[src/tmr_defs.svh]
`ifndef TMR_DEFS_SVH
`define TMR_DEFS_SVH

// counter and compare value width.
`define TMR_CNT_W 32

// width of a channel source code.
// eight sources, pins, trigger pins and inner inputs.
`define TMR_SEL_W 3

// inputs from the neighbouring timers.
`define TMR_INNER_N 4

// entries per capture bank.
`define TMR_BANK_N 3

`endif
[src/tmr_pkg.sv]
`default_nettype none

`include "tmr_defs.svh"

package tmr_pkg;

    // edge rule, same coding as the channel config field.
    typedef enum logic [1:0] {
        edge_rise = 2'd0,
        edge_fall = 2'd1,
        edge_both = 2'd2,
        edge_none = 2'd3
    } tmr_edge_e;

    typedef enum logic [`TMR_SEL_W-1:0] {
        src_ext_a      = 3'd0,
        src_ext_b      = 3'd1,
        src_trig_start = 3'd2,
        src_trig_stop  = 3'd3,
        src_inner0     = 3'd4,
        src_inner1     = 3'd5,
        src_inner2     = 3'd6,
        src_inner3     = 3'd7
    } tmr_src_e;

    typedef enum logic {
        mode_capt = 1'b0,
        mode_wave = 1'b1
    } tmr_mode_e;

    typedef enum logic [1:0] {
        st_idle = 2'd0,
        st_wave = 2'd1,
        st_capt = 2'd2
    } tmr_state_e;

    typedef struct packed {
        tmr_src_e  src;
        tmr_edge_e edge_sel;
    } tmr_chan_cfg_t;

    typedef struct packed {
        logic keep;     // hold level at the period compare.
        logic halt;     // stop instead of restart at the period compare.
        logic idle_lvl;
        logic spare;
    } tmr_pin_cfg_t;

    typedef struct packed {
        logic                        enable;
        tmr_mode_e                   mode;
        tmr_chan_cfg_t               ch_start;
        tmr_chan_cfg_t               ch_stop;
        tmr_chan_cfg_t               ch_cap_a;   // din0.
        tmr_chan_cfg_t               ch_cap_b;   // din1.
        tmr_pin_cfg_t                pin_a;
        tmr_pin_cfg_t                pin_b;
        logic [2:0][`TMR_CNT_W-1:0]  cmp_a;      // a0 clear, a1 set, a2 period.
        logic [2:0][`TMR_CNT_W-1:0]  cmp_b;
        logic [`TMR_BANK_N-1:0]      ovw_a;      // 1 overwrite, 0 discard.
        logic [`TMR_BANK_N-1:0]      ovw_b;
    } tmr_cfg_t;

    typedef struct packed {
        logic start;
        logic stop;
        logic cap_a;
        logic cap_b;
    } tmr_events_t;

    typedef struct packed {
        logic [2:0] a;
        logic [2:0] b;
    } tmr_match_t;

    typedef struct packed {
        logic [`TMR_BANK_N-1:0][`TMR_CNT_W-1:0] values;
        logic [`TMR_BANK_N-1:0]                 status;
    } tmr_bank_t;

    typedef struct packed {
        logic dout_a;
        logic oen_a;    // active low.
        logic dout_b;
        logic oen_b;
    } tmr_pins_t;

endpackage

`default_nettype wire

[src/tmr_top.sv]
`timescale 1ns/10ps
`default_nettype none

`include "tmr_defs.svh"

module tmr_top (
    input  wire logic                   i_clk,
    input  wire logic                   i_rst_n,
    input  wire tmr_pkg::tmr_cfg_t      i_cfg,
    input  wire logic                   i_ext_a,
    input  wire logic                   i_ext_b,
    input  wire logic                   i_trig_start,
    input  wire logic                   i_trig_stop,
    input  wire logic [`TMR_INNER_N-1:0] i_inner,
    input  wire logic [`TMR_BANK_N-1:0] i_rd_ack_a,
    input  wire logic [`TMR_BANK_N-1:0] i_rd_ack_b,
    output tmr_pkg::tmr_pins_t          o_pins,
    output tmr_pkg::tmr_bank_t          o_cap_a,
    output tmr_pkg::tmr_bank_t          o_cap_b,
    output logic [2:0]                  o_int
);
    import tmr_pkg::*;

    tmr_events_t           events;
    tmr_match_t            match;
    tmr_state_e            state;
    logic [`TMR_CNT_W-1:0] count;
    logic                  full_a;
    logic                  full_b;
    logic                  period_int;

    tmr_event_sync u_sync (
        .i_clk(i_clk), .i_rst_n(i_rst_n), .i_cfg(i_cfg),
        .i_ext_a(i_ext_a), .i_ext_b(i_ext_b),
        .i_trig_start(i_trig_start), .i_trig_stop(i_trig_stop),
        .i_inner(i_inner), .o_events(events)
    );

    tmr_mode_fsm u_fsm (
        .i_clk(i_clk), .i_rst_n(i_rst_n), .i_cfg(i_cfg),
        .i_events(events), .i_match(match), .o_state(state)
    );

    tmr_count u_count (
        .i_clk(i_clk), .i_rst_n(i_rst_n), .i_cfg(i_cfg),
        .i_state(state), .o_count(count), .o_match(match)
    );

    tmr_wave_out u_wave (
        .i_clk(i_clk), .i_rst_n(i_rst_n), .i_cfg(i_cfg), .i_events(events),
        .i_state(state), .i_match(match), .o_pins(o_pins), .o_period_int(period_int)
    );

    // bank a follows din0, bank b follows din1.
    tmr_capture_bank u_bank_a (
        .i_clk(i_clk), .i_rst_n(i_rst_n), .i_enable(i_cfg.enable), .i_ovw(i_cfg.ovw_a),
        .i_strobe(events.cap_a), .i_state(state), .i_count(count),
        .i_rd_ack(i_rd_ack_a), .o_bank(o_cap_a), .o_full_int(full_a)
    );

    tmr_capture_bank u_bank_b (
        .i_clk(i_clk), .i_rst_n(i_rst_n), .i_enable(i_cfg.enable), .i_ovw(i_cfg.ovw_b),
        .i_strobe(events.cap_b), .i_state(state), .i_count(count),
        .i_rd_ack(i_rd_ack_b), .o_bank(o_cap_b), .o_full_int(full_b)
    );

    assign o_int = {period_int, full_b, full_a};

endmodule

`default_nettype wire

[src/tmr_capture_bank.sv]
`timescale 1ns/10ps
`default_nettype none

`include "tmr_defs.svh"

module tmr_capture_bank (
    input  wire logic                   i_clk,
    input  wire logic                   i_rst_n,
    input  wire logic                   i_enable,
    input  wire logic [`TMR_BANK_N-1:0] i_ovw,
    input  wire logic                   i_strobe,
    input  wire tmr_pkg::tmr_state_e    i_state,
    input  wire logic [`TMR_CNT_W-1:0]  i_count,
    input  wire logic [`TMR_BANK_N-1:0] i_rd_ack,
    output tmr_pkg::tmr_bank_t          o_bank,
    output logic                        o_full_int
);
    import tmr_pkg::*;

    localparam int PTR_W = $clog2(`TMR_BANK_N);

    logic [PTR_W-1:0]                       ptr;
    logic [`TMR_BANK_N-1:0]                 status;
    logic [`TMR_BANK_N-1:0][`TMR_CNT_W-1:0] values;
    logic [`TMR_BANK_N-1:0]                 ack_d;
    logic [`TMR_BANK_N-1:0]                 ack_rise;
    logic [`TMR_BANK_N-1:0]                 set_mask;
    logic                                   cap_hit;
    logic                                   take;
    logic                                   all_set;
    logic                                   full_d;
    logic                                   full_int_q;

    assign cap_hit  = i_strobe && (i_state == st_capt);
    assign ack_rise = i_rd_ack & ~ack_d;
    assign set_mask = cap_hit ? (`TMR_BANK_N'(1) << ptr) : '0;

    // a full entry is written again only with its overwrite bit.
    assign take = cap_hit && (!status[ptr] || i_ovw[ptr]);

    always_ff @(posedge i_clk or negedge i_rst_n) begin
        if (!i_rst_n) begin
            ack_d <= '0;
        end else begin
            ack_d <= i_rd_ack;
        end
    end

    always_ff @(posedge i_clk or negedge i_rst_n) begin
        if (!i_rst_n) begin
            ptr    <= '0;
            status <= '0;
            values <= '0;
        end else if (!i_enable) begin
            ptr    <= '0;
            status <= '0;
            values <= '0;
        end else begin
            status <= (status & ~ack_rise) | set_mask;   // a new capture beats the ack.
            if (take) begin
                values[ptr] <= i_count;
            end
            if (cap_hit) begin
                if (ptr == PTR_W'(`TMR_BANK_N - 1)) begin
                    ptr <= '0;
                end else begin
                    ptr <= ptr + 1'b1;
                end
            end
        end
    end

    // pulse on the cycle after the bank fills.
    assign all_set = &status;

    always_ff @(posedge i_clk or negedge i_rst_n) begin
        if (!i_rst_n) begin
            full_d     <= 1'b0;
            full_int_q <= 1'b0;
        end else begin
            full_d     <= all_set;
            full_int_q <= all_set & ~full_d;
        end
    end

    assign o_bank     = '{values: values, status: status};
    assign o_full_int = full_int_q;

endmodule

`default_nettype wire

[src/tmr_wave_out.sv]
`timescale 1ns/10ps
`default_nettype none

module tmr_wave_out (
    input  wire logic                 i_clk,
    input  wire logic                 i_rst_n,
    input  wire tmr_pkg::tmr_cfg_t    i_cfg,
    input  wire tmr_pkg::tmr_events_t i_events,
    input  wire tmr_pkg::tmr_state_e  i_state,
    input  wire tmr_pkg::tmr_match_t  i_match,
    output tmr_pkg::tmr_pins_t        o_pins,
    output logic                      o_period_int
);
    import tmr_pkg::*;

    tmr_pins_t pins_q;
    logic      in_wave;
    logic      halt_hit;
    logic      per_hit;
    logic      per_hit_d;
    logic      per_int_q;

    // x0 clears, x1 sets, x2 keeps or restores idle.
    function automatic logic pin_next(input logic cur, input logic [2:0] hit,
                                      input tmr_pin_cfg_t cfg);
        logic nxt;
        if (hit[0]) begin
            nxt = 1'b0;
        end else if (hit[1]) begin
            nxt = 1'b1;
        end else if (hit[2]) begin
            nxt = cfg.keep ? cur : cfg.idle_lvl;
        end else begin
            nxt = cur;
        end
        return nxt;
    endfunction

    assign in_wave  = (i_state == st_wave);
    assign halt_hit = in_wave && ((i_match.a[2] && i_cfg.pin_a.halt) ||
                                  (i_match.b[2] && i_cfg.pin_b.halt));
    assign per_hit  = in_wave && (i_match.a[2] || i_match.b[2]);

    always_ff @(posedge i_clk or negedge i_rst_n) begin
        if (!i_rst_n) begin
            pins_q <= '{dout_a: 1'b0, oen_a: 1'b1, dout_b: 1'b0, oen_b: 1'b1};
        end else if (!i_cfg.enable || i_events.stop) begin
            pins_q.oen_a <= 1'b1;
            pins_q.oen_b <= 1'b1;
        end else if (i_events.start) begin
            if (i_cfg.mode == mode_wave) begin
                pins_q <= '{dout_a: i_cfg.pin_a.idle_lvl, oen_a: 1'b0,
                            dout_b: i_cfg.pin_b.idle_lvl, oen_b: 1'b0};
            end else begin
                pins_q.oen_a <= 1'b1;                   // capture keeps pins off.
                pins_q.oen_b <= 1'b1;
            end
        end else if (in_wave) begin
            pins_q.dout_a <= pin_next(pins_q.dout_a, i_match.a, i_cfg.pin_a);
            pins_q.dout_b <= pin_next(pins_q.dout_b, i_match.b, i_cfg.pin_b);
            if (halt_hit) begin
                pins_q.oen_a <= 1'b1;
                pins_q.oen_b <= 1'b1;
            end
        end
    end

    // one pulse per period compare.
    always_ff @(posedge i_clk or negedge i_rst_n) begin
        if (!i_rst_n) begin
            per_hit_d <= 1'b0;
            per_int_q <= 1'b0;
        end else begin
            per_hit_d <= per_hit;
            per_int_q <= per_hit & ~per_hit_d;
        end
    end

    assign o_pins       = pins_q;
    assign o_period_int = per_int_q;

endmodule

`default_nettype wire

[src/tmr_count.sv]
`timescale 1ns/10ps
`default_nettype none

`include "tmr_defs.svh"

module tmr_count (
    input  wire logic                  i_clk,
    input  wire logic                  i_rst_n,
    input  wire tmr_pkg::tmr_cfg_t     i_cfg,
    input  wire tmr_pkg::tmr_state_e   i_state,
    output logic [`TMR_CNT_W-1:0]      o_count,
    output tmr_pkg::tmr_match_t        o_match
);
    import tmr_pkg::*;

    logic [`TMR_CNT_W-1:0] cnt_q;
    tmr_match_t            match;
    logic                  restart;

    // equality against all six compare values.
    always_comb begin
        for (int i = 0; i < 3; i++) begin
            match.a[i] = (cnt_q == i_cfg.cmp_a[i]);
            match.b[i] = (cnt_q == i_cfg.cmp_b[i]);
        end
    end

    // non-halting period compare reloads zero.
    assign restart = (i_state == st_wave) &&
                     ((match.a[2] && !i_cfg.pin_a.halt) ||
                      (match.b[2] && !i_cfg.pin_b.halt));

    always_ff @(posedge i_clk or negedge i_rst_n) begin
        if (!i_rst_n) begin
            cnt_q <= '0;
        end else if (!i_cfg.enable) begin
            cnt_q <= '0;
        end else if (i_state != st_idle) begin
            if (restart) begin
                cnt_q <= '0;
            end else begin
                cnt_q <= cnt_q + 1'b1;
            end
        end
    end

    assign o_count = cnt_q;
    assign o_match = match;

endmodule

`default_nettype wire

[src/tmr_mode_fsm.sv]
`timescale 1ns/10ps
`default_nettype none

module tmr_mode_fsm (
    input  wire logic                 i_clk,
    input  wire logic                 i_rst_n,
    input  wire tmr_pkg::tmr_cfg_t    i_cfg,
    input  wire tmr_pkg::tmr_events_t i_events,
    input  wire tmr_pkg::tmr_match_t  i_match,
    output tmr_pkg::tmr_state_e       o_state
);
    import tmr_pkg::*;

    tmr_state_e state_q;
    tmr_state_e state_d;
    logic       halt_a_hit;
    logic       halt_b_hit;
    logic       halt_hit;

    // period compare with halt set ends the waveform run.
    assign halt_a_hit = i_match.a[2] & i_cfg.pin_a.halt;
    assign halt_b_hit = i_match.b[2] & i_cfg.pin_b.halt;
    assign halt_hit   = (state_q == st_wave) && (halt_a_hit || halt_b_hit);

    always_comb begin
        state_d = state_q;
        if (!i_cfg.enable) begin
            state_d = st_idle;
        end else if (i_events.stop) begin
            state_d = st_idle;             // stop wins over start.
        end else if (i_events.start) begin
            if (i_cfg.mode == mode_wave) begin
                state_d = st_wave;
            end else begin
                state_d = st_capt;
            end
        end else if (halt_hit) begin
            state_d = st_idle;
        end
    end

    always_ff @(posedge i_clk or negedge i_rst_n) begin
        if (!i_rst_n) begin
            state_q <= st_idle;
        end else begin
            state_q <= state_d;
        end
    end

    assign o_state = state_q;

endmodule

`default_nettype wire

[src/tmr_event_sync.sv]
`timescale 1ns/10ps
`default_nettype none

`include "tmr_defs.svh"

module tmr_event_sync (
    input  wire logic                    i_clk,
    input  wire logic                    i_rst_n,
    input  wire tmr_pkg::tmr_cfg_t       i_cfg,
    input  wire logic                    i_ext_a,
    input  wire logic                    i_ext_b,
    input  wire logic                    i_trig_start,
    input  wire logic                    i_trig_stop,
    input  wire logic [`TMR_INNER_N-1:0] i_inner,
    output tmr_pkg::tmr_events_t         o_events
);
    import tmr_pkg::*;

    tmr_chan_cfg_t [3:0] chan_cfg;
    logic [3:0]          strobe;

    // same bit order as tmr_events_t.
    assign chan_cfg = {i_cfg.ch_start, i_cfg.ch_stop, i_cfg.ch_cap_a, i_cfg.ch_cap_b};

    for (genvar i = 0; i < 4; i++) begin : g_chan
        logic       raw;
        logic [1:0] sync;
        logic       prev;
        logic       hit;

        always_comb begin
            case (chan_cfg[i].src)
                src_ext_a:      raw = i_ext_a;
                src_ext_b:      raw = i_ext_b;
                src_trig_start: raw = i_trig_start;
                src_trig_stop:  raw = i_trig_stop;
                default:        raw = i_inner[chan_cfg[i].src[1:0]]; // inner0..inner3.
            endcase
        end

        // two sync flops, then one more for the edge history.
        always_ff @(posedge i_clk or negedge i_rst_n) begin
            if (!i_rst_n) begin
                sync <= 2'b00;
                prev <= 1'b0;
            end else begin
                sync <= {sync[0], raw};
                prev <= sync[1];
            end
        end

        always_comb begin
            case (chan_cfg[i].edge_sel)
                edge_rise: hit = sync[1] & ~prev;
                edge_fall: hit = ~sync[1] & prev;
                edge_both: hit = sync[1] ^ prev;
                default:   hit = 1'b0;
            endcase
        end

        assign strobe[i] = hit;
    end

    assign o_events = tmr_events_t'(strobe);

endmodule

`default_nettype wire

[config.mk]
export PLATFORM = sky130hd
export DESIGN_NAME = tmr_top
export DESIGN_NICKNAME = d
export VERILOG_FILES = /design/src/tmr_pkg.sv /design/src/tmr_top.sv /design/src/tmr_capture_bank.sv /design/src/tmr_wave_out.sv /design/src/tmr_count.sv /design/src/tmr_mode_fsm.sv /design/src/tmr_event_sync.sv
export VERILOG_INCLUDE_DIRS = /design/src /design/src/src
export SDC_FILE = /design/constraint.sdc
export NUM_CORES = 1
export LEC_CHECK = 0
export BUFFER_PORTS_ARGS = -buffer_cell sky130_fd_sc_hd__buf_2
export CAP_MARGIN = 20
export CORE_ASPECT_RATIO = 0.5
export CORE_MARGIN = 1.5
export CORE_UTILIZATION = 50
export CTS_CLUSTER_SIZE = 40
export DETAILED_ROUTE_END_ITERATION = 6
export GPL_TIMING_DRIVEN = 0
export PLACE_DENSITY = 0.83
export SYNTH_ARGS = -nofsm -noshare
export SYNTH_HDL_FRONTEND = slang
export SYNTH_SLANG_ARGS = --single-unit
[constraint.sdc]
create_clock -name i_clk -period 3.1 [get_ports i_clk]
set_input_delay 0.155 -clock i_clk [delete_from_list [all_inputs] [get_ports i_clk]]
set_output_delay 0.155 -clock i_clk [all_outputs]
set_load 0.005 [all_outputs]
==> out/results.ini <==
[clocking]
clk_pin_slew_worst_paths_ps=70
clockBufferDepth=3
worstSkewPairLatency_ps=530
cts_tree=done
post-cts-setup-buffers=0
cts_sinks=263
clock-root-buffer=clkbuf_16
cts_buffers=25
h-tree-depth=1

[worst_setup_path]
startpoint_type=flip-flop
critPathCaptureType=flip-flop
cp.arrival_ps=3400
required_ps=3490
critPathMaxFanout=10
crit_type=flip-flop to flip-flop

[global_route]
grt.overflow.total=0
grt_max_degree=124
antenna_found_initial=4
grt.total_usage_pct=36.36
grt_pass1_vias=12460
grt_pass1_wl_um=77760

[timing]
finalSetupViolCount=0
fmax_mhz=332.4
slew_headroom_pct=20.28
drv_slew=0
rsz0062_at_grt=no
final-hold-violation-count=0
worst_pin_slew_ps=1196
fin_worst_skew_ps=12.81
fin_setup_tns_ps=0
finalCritPeriodShare_pct=97.04
fin_crit_ps=3008

[floorplanning]
die_h_um=121.4
initial_core_util_pct=50.71
die_w_um=239.8
row_count=43
dieArea_um2=29120
ioPinCount=449
coreArea_um2=27650

[logic_synthesis]
ys_warn_count=0
synth_common_cells=dfrtp_1, xor2_1, nand2_1
syn_avg_cell_area_um2=10.78
synth.top_cell.area_share_pct=46.76
yosysTopAreaCell=dfrtp_1
ys_async_sr_fraction_pct=100.0
yosys-top-cells-area=dfrtp_1, xor2_1, mux2i_1
ys_ff_latch=263
ys_types=64
syn-num-nets=1554
synth_area_um2=14020
yosys_most_used_dff=dfrtp_1
seq_area_frac_synth_pct=46.94
synthMostInstantiatedCell=dfrtp_1
synthCells=1301
synth_edf_count=0

[flow_run]
maxCapViolations=0

[route]
drtIter0Drc=1154
wl_per_cell_um=24.73
drtAntennaViolNets=0
wl_um=54130
avgViaCountPerCell=5.990
vias=13110
dr.pass1.iters=6
drc_errors=0

[cells_and_area]
layoutNonFillerInstCount=2189
fillers=2255
fin_area_um2=17710
layout.nets=2040
drive_gt1_share_pct=31.60
area_growth_pct=26.33
fin_util_pct=64.06

[power]
p_leak_nw=8.623
ir_drop_mv=0.3406
powerDensity_nw_per_um2=460.7

[hold_path]
hp-class=input pin to flip-flop

[placement]
hpwl_um=40210
placed_cell_area_um2=16790
placed_cells=2130
gp_congestion=0.9759
port_buffers=445

[status]
status=complete, no violations

==> critical path, cell delays in order, from the launching register on <==
cell,delay (ps)
dfrtp_1,320
clkbuf_1,440
xnor2_1,180
nand4_1,260
nor4_4,520
nand3_1,350
clkbuf_1,360
a32oi_1,300
o21ai_1,130
==> cell type report <==
| type | instances | area (um^2) | area share (%) |
|---|---|---|---|
| timing repair buffer | 459 | 2412 | 13.62 |
| clock inverter | 7 | 41.29 | 0.2331 |
| clock buffer | 37 | 730.7 | 4.125 |
| antenna | 3 | 7.507 | 0.04238 |
| multi-input combinational | 873 | 6736 | 38.03 |
| buffer | 141 | 635.6 | 3.588 |
| tap | 382 | 478.0 | 2.698 |
| sequential | 263 | 6583 | 37.16 |
| inverter | 24 | 90.09 | 0.5085 |
==> logic make-up after synthesis <==
| family | Yosys count | synth area share (%) |
|---|---|---|
| DFF | 263 | 46.94 |
| AOI/OAI and AO/OA | 222 | 13.34 |
| and+or+nand+nor | 370 | 15.28 |
| buffers and inverters | 165 | 5.166 |
| muxes | 80 | 6.478 |
| adders and majority gates | 9 | 0.8031 |
| xor gates and xnor gates | 192 | 11.99 |
==> power breakdown <==
group / total (mW) / switching [mW] / internal, mW
combinational: 1.59 / 1.01 / 0.582
sequential: 3.63 / 0.0736 / 3.56
clock: 2.94 / 1.31 / 1.63
==> cells in the final DEF (no fill, tap or decap), types with 6 or more instances in the layout <==
cell type,instances
nand2b_1,10
inv_1,24
buf_1,11
a21boi_0,9
dfrtp_1,262
clkbuf_1,77
clkbuf_8,6
nand3_1,42
nor4_1,33
a21oi_1,13
nand2_1,85
o21ai_0,12
o311ai_0,7
nor2b_1,72
nor2_1,14
o2bb2ai_1,57
nor4b_1,8
a22o_1,6
xnor2_1,64
mux2i_1,66
xor2_1,128
mux2_2,6
and3_1,9
ha_1,9
a32o_1,60
clkbuf_16,25
nand3b_1,6
buf_2,489
nor3b_1,20
mux4_2,8
o211ai_1,19
dlygate4sd3_1,12
buf_4,13
nand4_1,40
==> metrics by stage <==
step | power (mW) | worst slack, ps | hold WS, ps
6_report | 8.161 | 91.74 | 25.13
2_1_floorplan | 4.489 | 841.9 | -140.6
5_1_grt | 8.414 | 4.981 | 26.91
3_3_place_gp | 5.192 | -2799 | 278.2
4_1_cts | 8.137 | 35.25 | 8.647
3_5_place_dp | 5.223 | 47.37 | 119.6
==> final timing paths <==
kind,start,endpoint,slack (ps),cells past startpoint
max in group asynchronous,i_rst_n,u_bank_a.o_bank[36]$_DFFE_PN0P_,1940,3
hold / removal,i_cfg[203],u_wave.o_pins[3]$_DFFE_PN0P_,30,3
setup / recovery,u_count.o_count[28]$_DFFE_PN0P_,u_count.o_count[17]$_DFFE_PN0P_,90,8
min in group asynchronous,i_rst_n,u_bank_b.o_bank[81]$_DFFE_PN0P_,190,2
setup reg to reg,u_count.o_count[28]$_DFFE_PN0P_,u_count.o_count[17]$_DFFE_PN0P_,90,8
hold reg to reg,u_sync.g_chan[0].sync[0]$_DFF_PN0_,u_sync.g_chan[0].sync[1]$_DFF_PN0_,350,0
==> per-layer routing <==
metal | global-route usage (%) | wire, um | up-vias
met5 | 0 | 0 | -
met4 | 17.10 | 2933 | 0
met3 | 6.165 | 5059 | 184
met2 | 57.30 | 24420 | 823
met1 | 49.30 | 21710 | 6454
li1 | - | - | 5651
==> flip-flops by register name, summed over array words and instances, names as in the netlist, 2 cells and up <==
signal              count
u_bank_a.o_bank        96
u_fsm.o_state           2
u_count.o_count        32
u_sync.g_chan.prev      4
u_bank_b.o_bank        96
u_bank_a.ptr            2
u_bank_b.ptr            2
u_bank_b.ack_d          3
u_bank_a.status         3
u_bank_b.status         3
u_sync.g_chan.sync      8
u_wave.o_pins           3
u_bank_a.ack_d          3
==> what timing repair did <==
item,CTS,global route
hold buffers,12,0
resized for setup,0,5
endpoints found under the hold margin,73,0
endpoints found under the setup margin,0,32
(Power assumes the default switching activity.)
